<file path="src/design/imu_bridge_defs.svh">
`ifndef IMU_BRIDGE_DEFS_SVH
`define IMU_BRIDGE_DEFS_SVH

// Frame layout
`define IMU_HEADER_BYTE 8'hAA  // First byte of every frame
`define IMU_FRAME_BYTES 16     // Header, six words, flags, drops, seq

// Sample queue
`define IMU_QUEUE_DEPTH 4      // Entries, need not be a power of two

// SPI timing in system clocks
`define IMU_SPI_QUARTER 2      // Clocks per quarter SCK period

// Phase lengths in quarter periods
`define IMU_LEAD_QUARTERS  8   // cs_n low before first bit
`define IMU_TRAIL_QUARTERS 4   // After last sck fall, before cs_n rise

// cs_n high before packet_sent
// Sized so cs_n fall to packet_sent is 548 quarters
`define IMU_GAP_QUARTERS   24

`endif

</file>
<file path="src/design/imu_bridge_pkg.sv">
package imu_bridge_pkg;

    // Sample as strobed in by the host
    typedef struct packed {
        logic signed [15:0] roll;    // Euler angles
        logic signed [15:0] pitch;
        logic signed [15:0] yaw;
        logic signed [15:0] gyro_x;  // Body rates
        logic signed [15:0] gyro_y;
        logic signed [15:0] gyro_z;
        logic               euler_valid;
        logic               gyro_valid;
    } imu_raw_t;                     // 98 bits

    // Queue entry, raw sample plus capture stamps
    typedef struct packed {
        logic signed [15:0] roll;
        logic signed [15:0] pitch;
        logic signed [15:0] yaw;
        logic signed [15:0] gyro_x;
        logic signed [15:0] gyro_y;
        logic signed [15:0] gyro_z;
        logic               euler_valid;
        logic               gyro_valid;
        logic        [7:0]  drop_count;  // Saturating drops so far
        logic        [7:0]  seq;         // Accepted sample number

    } imu_sample_t;                      // 114 bits

    // Frame flags byte
    // bit 1 gyro_valid and bit 0 euler_valid

endpackage

</file>
<file path="src/design/sample_capture.sv">
`timescale 1ns/1ps

module sample_capture (
    input  logic                        send_packet,   // System clock
    input  logic                        rst_n,
    input  logic                        sample_strobe, // One-cycle host pulse
    input  imu_bridge_pkg::imu_raw_t    raw,
    input  logic                        full,          // From queue
    output logic                        wr_en,
    output imu_bridge_pkg::imu_sample_t wr_data
);
    import imu_bridge_pkg::*;

    imu_raw_t   raw_q;      // Latched sample
    logic       pend_q;     // Sample waiting for write/drop decision
    logic [7:0] seq_q;
    logic [7:0] drop_q;
    logic       accept;

    // Latch on strobe, payload has no reset
    always_ff @(posedge send_packet) begin
        if (sample_strobe) begin
            raw_q <= raw;
        end
    end

    // Decision one cycle after strobe
    // full already reflects every earlier write here
    assign accept = pend_q && !full;
    assign wr_en  = accept;

    always_ff @(posedge send_packet) begin
        if (!rst_n) begin
            pend_q <= 1'b0;
            seq_q  <= 8'd0;
            drop_q <= 8'd0;
        end else begin
            pend_q <= sample_strobe;  // Back-to-back strobes keep it high
            if (accept) begin
                seq_q <= seq_q + 8'd1;                 // Wraps at 256
            end else if (pend_q && drop_q != 8'hFF) begin
                drop_q <= drop_q + 8'd1;               // Queue full, sample lost
            end
        end
    end

    // Queue entry with current stamps
    always_comb begin
        wr_data.roll        = raw_q.roll;
        wr_data.pitch       = raw_q.pitch;
        wr_data.yaw         = raw_q.yaw;
        wr_data.gyro_x      = raw_q.gyro_x;
        wr_data.gyro_y      = raw_q.gyro_y;
        wr_data.gyro_z      = raw_q.gyro_z;
        wr_data.euler_valid = raw_q.euler_valid;
        wr_data.gyro_valid  = raw_q.gyro_valid;
        wr_data.drop_count  = drop_q;  // Drops before this sample
        wr_data.seq         = seq_q;
    end

endmodule

</file>
<file path="src/design/sample_queue.sv">
`timescale 1ns/1ps
`include "imu_bridge_defs.svh"

module sample_queue (
    input  logic                        send_packet,  // System clock
    input  logic                        rst_n,
    input  logic                        wr_en,
    input  imu_bridge_pkg::imu_sample_t wr_data,
    input  logic                        rd_en,
    output imu_bridge_pkg::imu_sample_t rd_data,      // Head entry, always shown
    output logic                        full,
    output logic                        empty
);
    import imu_bridge_pkg::*;

    localparam int DEPTH = `IMU_QUEUE_DEPTH;
    localparam int PTR_W = (DEPTH > 1) ? $clog2(DEPTH) : 1;
    localparam int CNT_W = $clog2(DEPTH + 1);  // Holds 0..DEPTH

    imu_sample_t      mem [DEPTH];
    logic [PTR_W-1:0] wr_ptr;
    logic [PTR_W-1:0] rd_ptr;
    logic [CNT_W-1:0] count;   // Occupancy
    logic             do_wr;
    logic             do_rd;

    // Wrap at DEPTH-1 so odd depths work
    function automatic logic [PTR_W-1:0] ptr_next(input logic [PTR_W-1:0] p);
        return (p == PTR_W'(DEPTH - 1)) ? '0 : p + 1'b1;
    endfunction

    assign do_wr = wr_en && !full;   // Guards against misuse
    assign do_rd = rd_en && !empty;

    // Storage
    always_ff @(posedge send_packet) begin
        if (do_wr) begin
            mem[wr_ptr] <= wr_data;
        end
    end

    always_ff @(posedge send_packet) begin
        if (!rst_n) begin
            wr_ptr <= '0;
            rd_ptr <= '0;
            count  <= '0;
        end else begin
            if (do_wr) begin
                wr_ptr <= ptr_next(wr_ptr);
            end
            if (do_rd) begin
                rd_ptr <= ptr_next(rd_ptr);
            end
            case ({do_wr, do_rd})
                2'b10:   count <= count + 1'b1;
                2'b01:   count <= count - 1'b1;
                default: count <= count;  // Idle or write plus read
            endcase
        end
    end

    // Flags straight from occupancy
    assign full    = (count == CNT_W'(DEPTH));
    assign empty   = (count == '0);
    assign rd_data = mem[rd_ptr];  // Fall-through head

endmodule

</file>
<file path="src/design/spi_frame_tx.sv">
`timescale 1ns/1ps
`include "imu_bridge_defs.svh"

module spi_frame_tx (
    input  logic                        send_packet,  // System clock
    input  logic                        rst_n,
    input  logic                        empty,        // Queue empty flag
    input  imu_bridge_pkg::imu_sample_t rd_data,      // Queue head
    output logic                        rd_en,
    output logic                        cs_n,
    output logic                        sck,
    output logic                        sdi,          // MOSI
    output logic                        packet_sent
);
    import imu_bridge_pkg::*;

    localparam int Q          = `IMU_SPI_QUARTER;
    localparam int LEAD_CLKS  = `IMU_LEAD_QUARTERS * Q;
    localparam int BIT_CLKS   = 4 * Q;                 // One SCK period
    localparam int TRAIL_CLKS = `IMU_TRAIL_QUARTERS * Q;
    localparam int GAP_CLKS   = `IMU_GAP_QUARTERS * Q;
    localparam int MAX_A      = (LEAD_CLKS > TRAIL_CLKS) ? LEAD_CLKS : TRAIL_CLKS;
    localparam int MAX_B      = (GAP_CLKS > BIT_CLKS) ? GAP_CLKS : BIT_CLKS;
    localparam int MAX_CLKS   = (MAX_A > MAX_B) ? MAX_A : MAX_B;
    localparam int CNT_W      = $clog2(MAX_CLKS);
    localparam int BYTE_W     = $clog2(`IMU_FRAME_BYTES);

    typedef enum logic [2:0] {
        ST_IDLE,
        ST_LEAD,   // cs_n low, sck low
        ST_BITS,
        ST_TRAIL,
        ST_GAP,    // cs_n high again
        ST_DONE    // packet_sent high
    } phase_t;

    phase_t            state;
    logic [CNT_W-1:0]  cnt;       // Clocks within phase or bit
    logic [2:0]        bit_cnt;   // Current bit, 7 down to 0
    logic [BYTE_W-1:0] byte_idx;
    imu_sample_t       smp_q;     // Sample being sent
    logic [7:0]        cur_byte;
    logic [7:0]        nxt_byte;

    // Frame byte rule, words big-endian
    function automatic logic [7:0] frame_byte(input imu_sample_t s,
                                              input logic [BYTE_W-1:0] idx);
        logic [7:0] b;
        case (idx)
            0:       b = `IMU_HEADER_BYTE;
            1:       b = s.roll[15:8];
            2:       b = s.roll[7:0];
            3:       b = s.pitch[15:8];
            4:       b = s.pitch[7:0];
            5:       b = s.yaw[15:8];
            6:       b = s.yaw[7:0];
            7:       b = s.gyro_x[15:8];
            8:       b = s.gyro_x[7:0];
            9:       b = s.gyro_y[15:8];
            10:      b = s.gyro_y[7:0];
            11:      b = s.gyro_z[15:8];
            12:      b = s.gyro_z[7:0];
            13:      b = {6'd0, s.gyro_valid, s.euler_valid};  // Flags
            14:      b = s.drop_count;
            default: b = s.seq;                                // Byte 15
        endcase
        return b;
    endfunction

    assign cur_byte = frame_byte(smp_q, byte_idx);
    assign nxt_byte = frame_byte(smp_q, byte_idx + 1'b1);

    // Pop head while idle, data valid this cycle
    assign rd_en = (state == ST_IDLE) && !empty;

    always_ff @(posedge send_packet) begin
        if (rd_en) begin
            smp_q <= rd_data;
        end
    end

    always_ff @(posedge send_packet) begin
        if (!rst_n) begin
            state       <= ST_IDLE;
            cnt         <= '0;
            bit_cnt     <= 3'd7;
            byte_idx    <= '0;
            cs_n        <= 1'b1;
            sck         <= 1'b0;
            sdi         <= 1'b0;
            packet_sent <= 1'b0;
        end else begin
            cnt <= cnt + 1'b1;  // Default, phases clear it at their end
            case (state)
                ST_IDLE: begin
                    cnt      <= '0;
                    byte_idx <= '0;
                    bit_cnt  <= 3'd7;
                    if (!empty) begin
                        cs_n  <= 1'b0;      // Falls cycle after rd_en
                        state <= ST_LEAD;
                    end
                end
                ST_LEAD: if (cnt == CNT_W'(LEAD_CLKS - 1)) begin
                    cnt   <= '0;
                    sdi   <= cur_byte[7];   // Header MSB
                    state <= ST_BITS;
                end
                ST_BITS: begin
                    if (cnt == CNT_W'(Q - 1)) begin
                        sck <= 1'b1;        // Slave samples here
                    end
                    if (cnt == CNT_W'(3 * Q - 1)) begin
                        sck <= 1'b0;
                    end
                    if (cnt == CNT_W'(BIT_CLKS - 1)) begin
                        cnt <= '0;
                        if (bit_cnt != 3'd0) begin
                            bit_cnt <= bit_cnt - 3'd1;
                            sdi     <= cur_byte[bit_cnt - 3'd1];
                        end else if (byte_idx == BYTE_W'(`IMU_FRAME_BYTES - 1)) begin
                            sdi   <= 1'b0;  // Last bit done
                            state <= ST_TRAIL;
                        end else begin
                            byte_idx <= byte_idx + 1'b1;
                            bit_cnt  <= 3'd7;
                            sdi      <= nxt_byte[7];
                        end
                    end
                end
                ST_TRAIL: if (cnt == CNT_W'(TRAIL_CLKS - 1)) begin
                    cnt   <= '0;
                    cs_n  <= 1'b1;
                    state <= ST_GAP;
                end
                ST_GAP: if (cnt == CNT_W'(GAP_CLKS - 1)) begin
                    packet_sent <= 1'b1;
                    state       <= ST_DONE;
                end
                default: begin              // ST_DONE, single-cycle pulse
                    packet_sent <= 1'b0;
                    state       <= ST_IDLE;
                end
            endcase
        end
    end

endmodule

</file>
<file path="src/design/imu_spi_bridge.sv">
`timescale 1ns/1ps

module imu_spi_bridge (
    input  logic               send_packet,    // System clock
    input  logic               rst_n,          // Sync, active low
    input  logic               sample_strobe,
    input  logic signed [15:0] roll,
    input  logic signed [15:0] pitch,
    input  logic signed [15:0] yaw,
    input  logic signed [15:0] gyro_x,
    input  logic signed [15:0] gyro_y,
    input  logic signed [15:0] gyro_z,
    input  logic               euler_valid,
    input  logic               gyro_valid,
    output logic               cs_n,
    output logic               sck,
    output logic               sdi,
    output logic               packet_sent
);
    import imu_bridge_pkg::*;

    imu_raw_t    raw;
    imu_sample_t wr_data;
    imu_sample_t rd_data;
    logic        wr_en;
    logic        rd_en;
    logic        full;
    logic        empty;

    // Host pins into one bundle
    assign raw = '{roll: roll, pitch: pitch, yaw: yaw,
                   gyro_x: gyro_x, gyro_y: gyro_y, gyro_z: gyro_z,
                   euler_valid: euler_valid, gyro_valid: gyro_valid};

    sample_capture sample_capture_inst (
        .send_packet(send_packet), .rst_n(rst_n), .sample_strobe(sample_strobe),
        .raw(raw), .full(full), .wr_en(wr_en), .wr_data(wr_data)
    );

    sample_queue sample_queue_inst (
        .send_packet(send_packet), .rst_n(rst_n),
        .wr_en(wr_en), .wr_data(wr_data),
        .rd_en(rd_en), .rd_data(rd_data),
        .full(full), .empty(empty)
    );

    // Frame serializer
    spi_frame_tx spi_frame_tx_inst (
        .send_packet(send_packet), .rst_n(rst_n),
        .empty(empty), .rd_data(rd_data), .rd_en(rd_en),
        .cs_n(cs_n), .sck(sck), .sdi(sdi), .packet_sent(packet_sent)
    );

endmodule

</file>
<file path="config.mk">
export PLATFORM = sky130hd
export DESIGN_NAME = imu_spi_bridge
export DESIGN_NICKNAME = d
export VERILOG_FILES = /design/src/design/imu_bridge_pkg.sv /design/src/design/sample_capture.sv /design/src/design/sample_queue.sv /design/src/design/spi_frame_tx.sv /design/src/design/imu_spi_bridge.sv
export VERILOG_INCLUDE_DIRS = /design/src /design/src/design
export SDC_FILE = /design/constraint.sdc
export NUM_CORES = 1
export LEC_CHECK = 0
export BUFFER_PORTS_ARGS = -buffer_cell sky130_fd_sc_hd__buf_2
export CAP_MARGIN = 30
export CORE_MARGIN = 5
export CORE_UTILIZATION = 30
export CTS_CLUSTER_SIZE = 10
export DETAILED_ROUTE_END_ITERATION = 8
export SLEW_MARGIN = 15
export SYNTH_ARGS = -nofsm -noshare
export SYNTH_HDL_FRONTEND = slang
export SYNTH_SLANG_ARGS = --single-unit
</file>
<file path="constraint.sdc">
create_clock -name send_packet -period 35.6 [get_ports send_packet]
set_clock_uncertainty 0.1 [all_clocks]
set_input_delay 3.56 -clock send_packet [delete_from_list [all_inputs] [get_ports send_packet]]
set_output_delay 3.56 -clock send_packet [all_outputs]
set_load 0.01 [all_outputs]
</file>
==> results of run 1 <==
[synthesized netlist by cell type, drive strengths merged, types with 2 or more instances]
master    n
edfxtp  668
mux4    115
dfxtp    44
nand2    37
buf      31
o21ai    30
nor2     25
clkbuf   23
a22oi    20
nand3    20
ha       17
inv      16
a21oi    15
and2     15
xnor2    13
nor2b    12
a21boi   10
and3      9
a22o      8
a32oi     8
mux2      8
nand4     8
or3       8
nor3      7
a221oi    6
mux2i     6
xor2      6
a31oi     5
nand2b    5
o31ai     5
a211oi    4
nor4      4
o211ai    4
a211o     3
a222oi    3
nand3b    3
nor3b     3
o221ai    3
a311oi    2
o21a      2
o22ai     2
[flip-flops by register name, indices dropped and copies added (netlist names), 2 cells and up]
name and cells:
sample_queue_inst.mem 456, spi_frame_tx_inst.smp_q 114, sample_capture_inst.wr_data 98, sample_capture_inst.drop_q 8
sample_capture_inst.seq_q 8, spi_frame_tx_inst.cnt 6, spi_frame_tx_inst.byte_idx 4, sample_queue_inst.count 3
spi_frame_tx_inst.bit_cnt 3, spi_frame_tx_inst.state 3, sample_queue_inst.rd_ptr 2, sample_queue_inst.wr_ptr 2
[area by class of cell]
class / count / area (sq um)
Tap cell: 1155 / 1450
Sequential cell: 712 / 20900
Multi-Input combinational cell: 463 / 5040
Fill cell: 7980 / 56400
Timing Repair Buffer: 124 / 698
Antenna cell: 2 / 5.00
Inverter: 17 / 65.1
Clock inverter: 9 / 86.3
Clock buffer: 111 / 2210
[kinds of logic after synthesis]
kind of cell               share of synthesized area (%)
DFF                                                 79.7
and+or+nand+nor                                     3.19
AOI/OAI and AO/OA                                   3.84
muxes                                               10.4
buffers and inverters                               1.17
xor gates and xnor gates                           0.734
adders and majority gates                          0.886
[report_power, final]
part	total [W]	internal [W]	leakage [nW]	switching (W)
Clock	0.000732	0.000429	1.11	0.000303
Sequential	0.00109	0.00104	6.53	0.0000494
Combinational	0.000233	0.000104	1.98	0.000129
[layer usage]
layer	global-route usage [%]	up-vias
met5	0	-
met4	4.57	6
met3	2.62	98
met2	19.2	302
met1	14.6	6379
li1	-	5419
[worst paths after layout]
kind,slack [ns],endpoint,from
setup / recovery,30.78,sdi,spi_frame_tx_inst.sdi
hold reg to reg,0.38,spi_frame_tx_inst.cs_n,spi_frame_tx_inst.cs_n
setup reg to reg,32.36,spi_frame_tx_inst.sdi,spi_frame_tx_inst.byte_idx[0]
hold / removal,0.38,spi_frame_tx_inst.cs_n,spi_frame_tx_inst.cs_n
[metrics by stage]
step                      hold WS [ns]  instances
after CTS                        0.387       2591
after detailed placement         0.368       2471
final                            0.380       2593
after floorplan                  0.333       1246
after global placement           0.351       2470
after global routing             0.404       2591
==> flow_summary.ini, run 1 <==
[critical_path]
cp_num_cells = 1
endpoint_kind = output pin
cp_data_arrival_time_ns = 1.16
r2r_cells = 10
slowest_stage = dfxtp_1
cp_data_required_time_ns = 31.94
path_buf_inv = 1
crit_path_start_kind = flop
crit_family = flip-flops
path_cells = buf_2
slowest_delay_ns = 0.35
cp_max_fo = 2
critical_path_class = reg2out

[synthesis]
postSynthAreaPerCell_sq_um = 21.1
async_reset_ff_share_pct = 0
syn-num-nets = 1365
yosysSeqAreaShare_pct = 79.7
synth_edf_count = 668
synthDistinctLibCells = 67
ys_seq_elements = 712
synth_area_sq_mm = 0.0263
synth_ff_type = edfxtp_1
netlist_top_cells_area = edfxtp_1, mux4_2, dfxtp_1, ha_1, a22oi_1
synth_top_cell_by_area = edfxtp_1
synthCells = 1246
yosys_warnings = 0
yosysTopAreaCellShare_pct = 76.4

[sta]
drv_slew = 0
min_period_ns = 4.82
worst_slew_pin_slew_ns = 1.07
setup_ws_ns = 30.78
hold_viol = 0
rsz0062_at_grt = false
min_period_over_period_pct = 13.5
max_clock_freq_mhz = 208
slew_headroom_pct = 28.8
setup_viol = 0
final.setup.tns_ns = 0

[route]
dr_wl_met3_um = 3020
met1_length_um = 22200
routed_wl_um = 54300
dr_wl_met2_um = 27300
vias_per_cell = 4.71
first_pass_iters = 9
ant_nets = 0
drcViolationCount = 0
vias = 12200
initialDrtViolationCount = 968
maxUsedRoutingLayer = met5
drt-wirelength-per-cell_um = 20.9

[floorplan]
die_area_sq_mm = 0.0936
die_x_um = 306
core-area_sq_mm = 0.0869
pin_count = 105
start_util_pct = 30.2
die_y_um = 306
fp-row-count = 108

[hold_path]
hp-class = reg2reg
holdPathStages = 2

[placement]
dp_hpwl_um = 32800
dpl_cell_area_sq_mm = 0.0282
gp_congestion = 0.847
io_buffers = 104
place_ws_ns = 30.22

[grt]
first_global_vias = 12900
overflow = 0
grt_max_degree = 118
antenna_found_initial = 8
grt.total_usage_pct = 11.5
grt_pass1_wl_um = 82500

[clock_tree]
cts_root_buffer = clkbuf_16
h-tree-depth = 3
post_cts_buffers = 0
cts_resized = 0
clkTransAtPathRegs_ns = 0.06
holdBufCountCts = 0
clk_latency_ns = 0.61
clockBufferDepth = 3
cts_tree = done
clock-sinks = 712
numCtsBuffers = 82

[layout]
final_cell_mix = edfxtp_1, mux4_2, buf_2
drive_gt1_share_pct = 24.9
layout_commonest_cell = edfxtp_1
utilization_pct = 35.1
final_nets = 1519
postLayoutCellArea_sq_mm = 0.0305
synthToLayoutAreaGrowth_pct = 16.2

[run_status]
outcome = finished clean

[power_and_ir_drop]
p_total_w = 0.00205
ir_worst_vdd_mv = 0.0468
p_per_area_mw_per_mm2 = 67.4
leakagePower_nw = 9.62

[flow_run]
drv_cap = 0
(Power assumes the default switching activity.)
==> run 2, diff against run 1 <==
Settings changed: ABC_AREA set to 1.
Clock period 35.6 ns to 4 ns, I/O delays scaled along.
==> run 2 against run 1 <==
  * Worst hold slack got worse by 0.17 ns
  * Largest power group unchanged
  * Largest cell class unchanged
  * Register-to-register slack got worse by 31 ns
  * Routed wire length rose by 21%
  * Count of clock-buffer cells in the layout fell by 2
  * Total power rose to 11 times the previous value
  * Non-clock buffer count rose by 105
  * Sequential cell count did not move
  * Final area rose by 5.4%
  * Highest routed layer unchanged
  * Synthesized cell count rose by 57%
  * Via count rose by 33%
  * Combinational power rose to 23 times the previous value
  * Worst setup slack got worse by 30 ns
==> flow_summary.ini, run 2 <==
[synthesis]
yosysMostFrequentCell = edfxtp_1
async_reset_ff_share_pct = 0
syn-num-nets = 2076
yosys_warnings = 0
synth_area_sq_mm = 0.0269
postSynthAreaPerCell_sq_um = 13.7
yosysSeqAreaShare_pct = 78.0
ys_top_cells_by_count = edfxtp_1, nor2_1, o21ai_0
synthCells = 1957
synthDistinctLibCells = 36
synth_ff_type = edfxtp_1
yosysTopAreaCellShare_pct = 74.7
netlist_top_cells_area = edfxtp_1, o21ai_0, nor2_1, dfxtp_1, o22ai_1
synth_edf_count = 668
synth_top_cell_by_area = edfxtp_1
ys_seq_elements = 712

[floorplan]
core-area_sq_mm = 0.0886
die_area_sq_mm = 0.0956
die_y_um = 309
start_util_pct = 30.3
die_x_um = 309
fp-row-count = 109
pin_count = 105

[layout]
layout_commonest_cell = edfxtp_1
drive_gt1_share_pct = 11.4
utilization_pct = 36.3
largest_reg_flops = 456
antennaDiodeCount = 0
final_nets = 2287
final_cell_mix = edfxtp_1, nor2_1, o21ai_0
stdcell_count = 3367
max_flop_register = sample_queue_inst.mem
synthToLayoutAreaGrowth_pct = 19.7

[power_and_ir_drop]
ir_worst_vdd_mv = 0.444
p_total_w = 0.0224
p_per_area_mw_per_mm2 = 697
leakagePower_nw = 11.0

[placement]
io_buffers = 104
gp_congestion = 0.902
dp_hpwl_um = 39300
place_ws_ns = 1.30
placedCellCount = 3151

[critical_path]
slowest_stage = ha_1
slowest_delay_ns = 0.73
cp_data_arrival_time_ns = 3.22
cp_data_required_time_ns = 4.41
path_cells = ha_1, nand2_1, nand3_1, nand2_1, nor2_1, nand2_1, o21bai_1, nand3_1, nand3_1, nand2_1, nand2_1, a21oi_1
crit_path_start_kind = flop
critical_path_class = reg2reg
endpoint_kind = flop
cp_common_cell = nand2_1
cp_max_fo = 19

[sta]
min_period_over_period_pct = 70.3
final.setup.tns_ns = 0
hold_viol = 0
setup_viol = 0
rsz0062_at_grt = false
drv_slew = 0
setup_ws_ns = 1.19
slew_headroom_pct = 41.9
min_period_ns = 2.81
worst_slew_pin_slew_ns = 0.871
max_clock_freq_mhz = 356

[grt]
grt_pass1_wl_um = 99700
overflow = 0
grt_max_degree = 159
antenna_found_initial = 1
first_global_vias = 16400
grt.total_usage_pct = 13.5

[clock_tree]
cts_resized = 0
clk_latency_ns = 0.63
clock-sinks = 712
clockBufferDepth = 3
numCtsBuffers = 82
h-tree-depth = 3
post_cts_buffers = 0
cts_tree = done
holdBufCountCts = 98
clkTransAtPathRegs_ns = 0.06
cts_root_buffer = clkbuf_16

[route]
vias = 16200
drt-wirelength-per-cell_um = 19.5
vias_per_cell = 4.82
ant_nets = 0
drcViolationCount = 0
routed_wl_um = 65500
initialDrtViolationCount = 1293
first_pass_iters = 5

[flow_run]
drv_cap = 0

[run_status]
outcome = finished clean

[hold_path]
hp-class = in2reg
run 2: layer usage:
layer / GRT usage [%] / share of wire, %
met5: 0 / 0.020
met4: 4.96 / 3.0
met2: 23.1 / 50
met1: 17.7 / 43
met3: 1.87 / 4.1
run 2: final timing paths:
path                                                 startpoint                      endpoint  slack [ns]  depth (start not counted)
worst max register to register    spi_frame_tx_inst.byte_idx[1]         spi_frame_tx_inst.sdi        1.19                         12
worst min-delay path                                      rst_n        spi_frame_tx_inst.cs_n        0.21                          2
worst min register to register  sample_capture_inst.wr_data[80]  sample_queue_inst.mem[2][80]        0.39                          0
worst max-delay path              spi_frame_tx_inst.byte_idx[1]         spi_frame_tx_inst.sdi        1.19                         12
run 2: final cells by class:
class	instances	area, sq um
fill	8362	56500
timing repair buffer	229	1860
inverter	82	318
clock buffer	109	2190
sequential	712	20900
clock inverter	9	158
multi-input combinational	1061	5220
tap	1165	1460
run 2: worst max-delay path, delay by kind of cell (launching register included):
family | cells | cell delay (ns)
simple gates | 9 | 1.19
fa+ha+maj | 1 | 0.73
flops | 1 | 0.47
compound gates | 2 | 0.20
run 2: report_power, final:
| group | switching, W | internal (W) | leakage, nW |
|---|---|---|---|
| Clock | 0.00279 | 0.00389 | 1.14 |
| Combinational | 0.00385 | 0.00149 | 3.37 |
| Sequential | 0.000721 | 0.00965 | 6.53 |
run 2: metrics by stage:
step	hold slack (ns)	cell area, sq um
3_3_place_gp	0.346	28800
5_1_grt	0.228	32100
4_1_cts	0.165	32100
6_report	0.206	32100
2_1_floorplan	0.333	26900
3_5_place_dp	0.379	28800
run 2: logic make-up (layout without fill, tap and decap cells):
group / after synthesis / after routing / share of synthesized area (%)
compound gates: 434 / 434 / 8.84
flops: 712 / 712 / 78.0
fa+ha+maj: 18 / 18 / 0.867
buf+inv: 184 / 429 / 2.74
xor+xnor: 2 / 2 / 0.0652
simple gates: 607 / 607 / 9.51
==> run 3, diff against run 2 <==
Clock period 4 ns to 2.7 ns, I/O delays scaled along.
==> run 3 against run 2 <==
  * Register-to-register slack worse by 0.98 ns
  * Maximum frequency grew 13%
  * Die area is the same
  * Worst setup slack worse by 0.98 ns
  * Total power increased by 50%
  * Final cell count up 0.50%
  * Routed wire length increased by 0.24%
  * Final area increased by 0.83%
  * Via count increased by 0.22%
  * Clock power increased by 49%
  * Largest cell class unchanged
  * Highest routed layer is now met4
==> flow_summary.ini, run 3 (synthesis gave the netlist of run 2 again) <==
[run_status]
outcome = finished clean

[route]
ant_nets = 0
initialDrtViolationCount = 1223
drt-wirelength-per-cell_um = 19.4
routed_wl_um = 65700
first_pass_iters = 5
vias_per_cell = 4.81
vias = 16300
drcViolationCount = 0

[layout]
largest_reg_flops = 456
max_flop_register = sample_queue_inst.mem
layout_commonest_cell = edfxtp_1
utilization_pct = 36.6
n_fill_cell = 8336
drive_gt1_share_pct = 12.3
final_nets = 2301
synthToLayoutAreaGrowth_pct = 20.7
antennaDiodeCount = 0
final_cell_mix = edfxtp_1, nor2_1, o21ai_0

[grt]
antenna_found_initial = 0
first_global_vias = 16200
grt_pass1_wl_um = 99000
overflow = 0
grt.total_usage_pct = 13.4
grt_max_degree = 122

[placement]
place_ws_ns = 0.103
dp_hpwl_um = 40100
io_buffers = 104
gp_congestion = 0.892

[power_and_ir_drop]
p_seq_share_pct = 45.8
pwr-share-comb_pct = 24.3
p_per_area_mw_per_mm2 = 1040
switchingPower_w = 0.0110
p_int_w = 0.0226
ir_worst_vdd_mv = 0.834
clockPowerShare_pct = 29.9
switching_share_pct = 32.8
leakagePower_nw = 11.2

[sta]
max_clock_freq_mhz = 402
setup_ws_ns = 0.211
rsz0062_at_grt = false
min_period_over_period_pct = 92.2
min_period_ns = 2.49
setup_viol = 0
drv_slew = 0
slew_headroom_pct = 42.3
final.setup.tns_ns = 0
hold_viol = 0
worst_slew_pin_slew_ns = 0.865

[critical_path]
cp_common_cell = nand2_1
cp_data_arrival_time_ns = 2.95
crit_family = simple AND/OR/NAND/NOR gates
path_cells = ha_1, buf_4, nand2_1, nor2_1, nand2_1, nand2_1, nor2_1, nand2_1, o21ai_0, nand3_1, nand3_1, nand2_1, nand2_1, a21oi_1
slowest_delay_ns = 0.46
cp_data_required_time_ns = 3.16
endpoint_kind = flop
cp_max_fo = 10
slowest_stage = dfxtp_1
crit_path_start_kind = flop
path_buf_inv = 1
critical_path_class = reg2reg

[floorplan]
core-area_sq_mm = 0.0886
die_x_um = 309
die_area_sq_mm = 0.0956
die_y_um = 309
fp-row-count = 109
pin_count = 105
start_util_pct = 30.3

[clock_tree]
cts_root_buffer = clkbuf_16
numCtsBuffers = 83
clock-sinks = 712
clockBufferDepth = 3
h-tree-depth = 3
clk_latency_ns = 0.63
clkTransAtPathRegs_ns = 0.06
cts_tree = done

[hold_path]
hp-class = in2reg

[flow_run]
drv_cap = 0
run 3: cell count changes in the layout (fill, tap and decap cells not counted), moves of 3 or more:
cell	previous run	this run
buf_12	12	18
o21ai_0	266	262
o21ai_1	0	4
clkinv_16	1	4
buf_4	16	23
run 3: cell type report:
class | count | area [sq um] | share of cell area (%)
Clock inverter | 13 | 243 | 0.749
Clock buffer | 109 | 2180 | 6.74
Multi-Input combinational cell | 1061 | 5230 | 16.1
Timing Repair Buffer | 242 | 2030 | 6.26
Sequential cell | 712 | 20900 | 64.6
Tap cell | 1165 | 1460 | 4.50
Inverter | 82 | 318 | 0.981
run 3: power by group through the flow:
stage               sequential [W]  clock [W]  combinational, W
floorplan                   0.0149          0           0.00529
global placement            0.0156          0           0.00795
detailed placement          0.0156          0           0.00813
CTS                         0.0154     0.0103           0.00829
global route                0.0155     0.0108           0.00905
finish                      0.0154     0.0100           0.00815
run 3: metrics by stage:
stage	area, sq um	hold WS [ns]	std cells	power (W)
floorplan	26900	0.268	1957	0.0202
global placement	29000	0.346	3164	0.0236
detailed placement	29000	0.348	3164	0.0237
CTS	32400	0.00653	3384	0.0340
global route	32400	0.0474	3384	0.0353
finish	32400	0.0491	3384	0.0336
run 3: what timing repair did:
| action | in CTS | in global routing |
|---|---|---|
| setup buffers | 0 | 0 |
| gates resized for setup | 0 | 1 |
| endpoints found under the setup margin | 0 | 1 |
| hold endpoints to repair | 98 | 0 |
| hold buffers | 98 | 0 |
run 3: path summary, 6_finish.rpt:
check        cells after the start                      endpoint  slack, ns                            start
min reg2reg                      0  sample_queue_inst.mem[3][38]       0.37  sample_capture_inst.wr_data[38]
min                              3        spi_frame_tx_inst.cs_n       0.05                            rst_n
max                             14         spi_frame_tx_inst.sdi       0.21    spi_frame_tx_inst.byte_idx[0]
max reg2reg                     14         spi_frame_tx_inst.sdi       0.21    spi_frame_tx_inst.byte_idx[0]
run 3: worst min-delay path, delay by kind of cell:
kind,cells,cell delay (ns)
AND/OR/NAND/NOR,1,0.12
buffers and inverters,2,0.33
run 3: per-layer routing:
| layer | wire [um] | track usage, % | share of wire (%) | vias up |
|---|---|---|---|---|
| met5 | 0 | 0 | 0 | - |
| met4 | 1490 | 4.03 | 2.3 | 0 |
| met3 | 2780 | 2.05 | 4.2 | 83 |
| met2 | 33400 | 23.5 | 51 | 395 |
| met1 | 28000 | 17.4 | 43 | 8144 |
| li1 | - | - | - | 7639 |
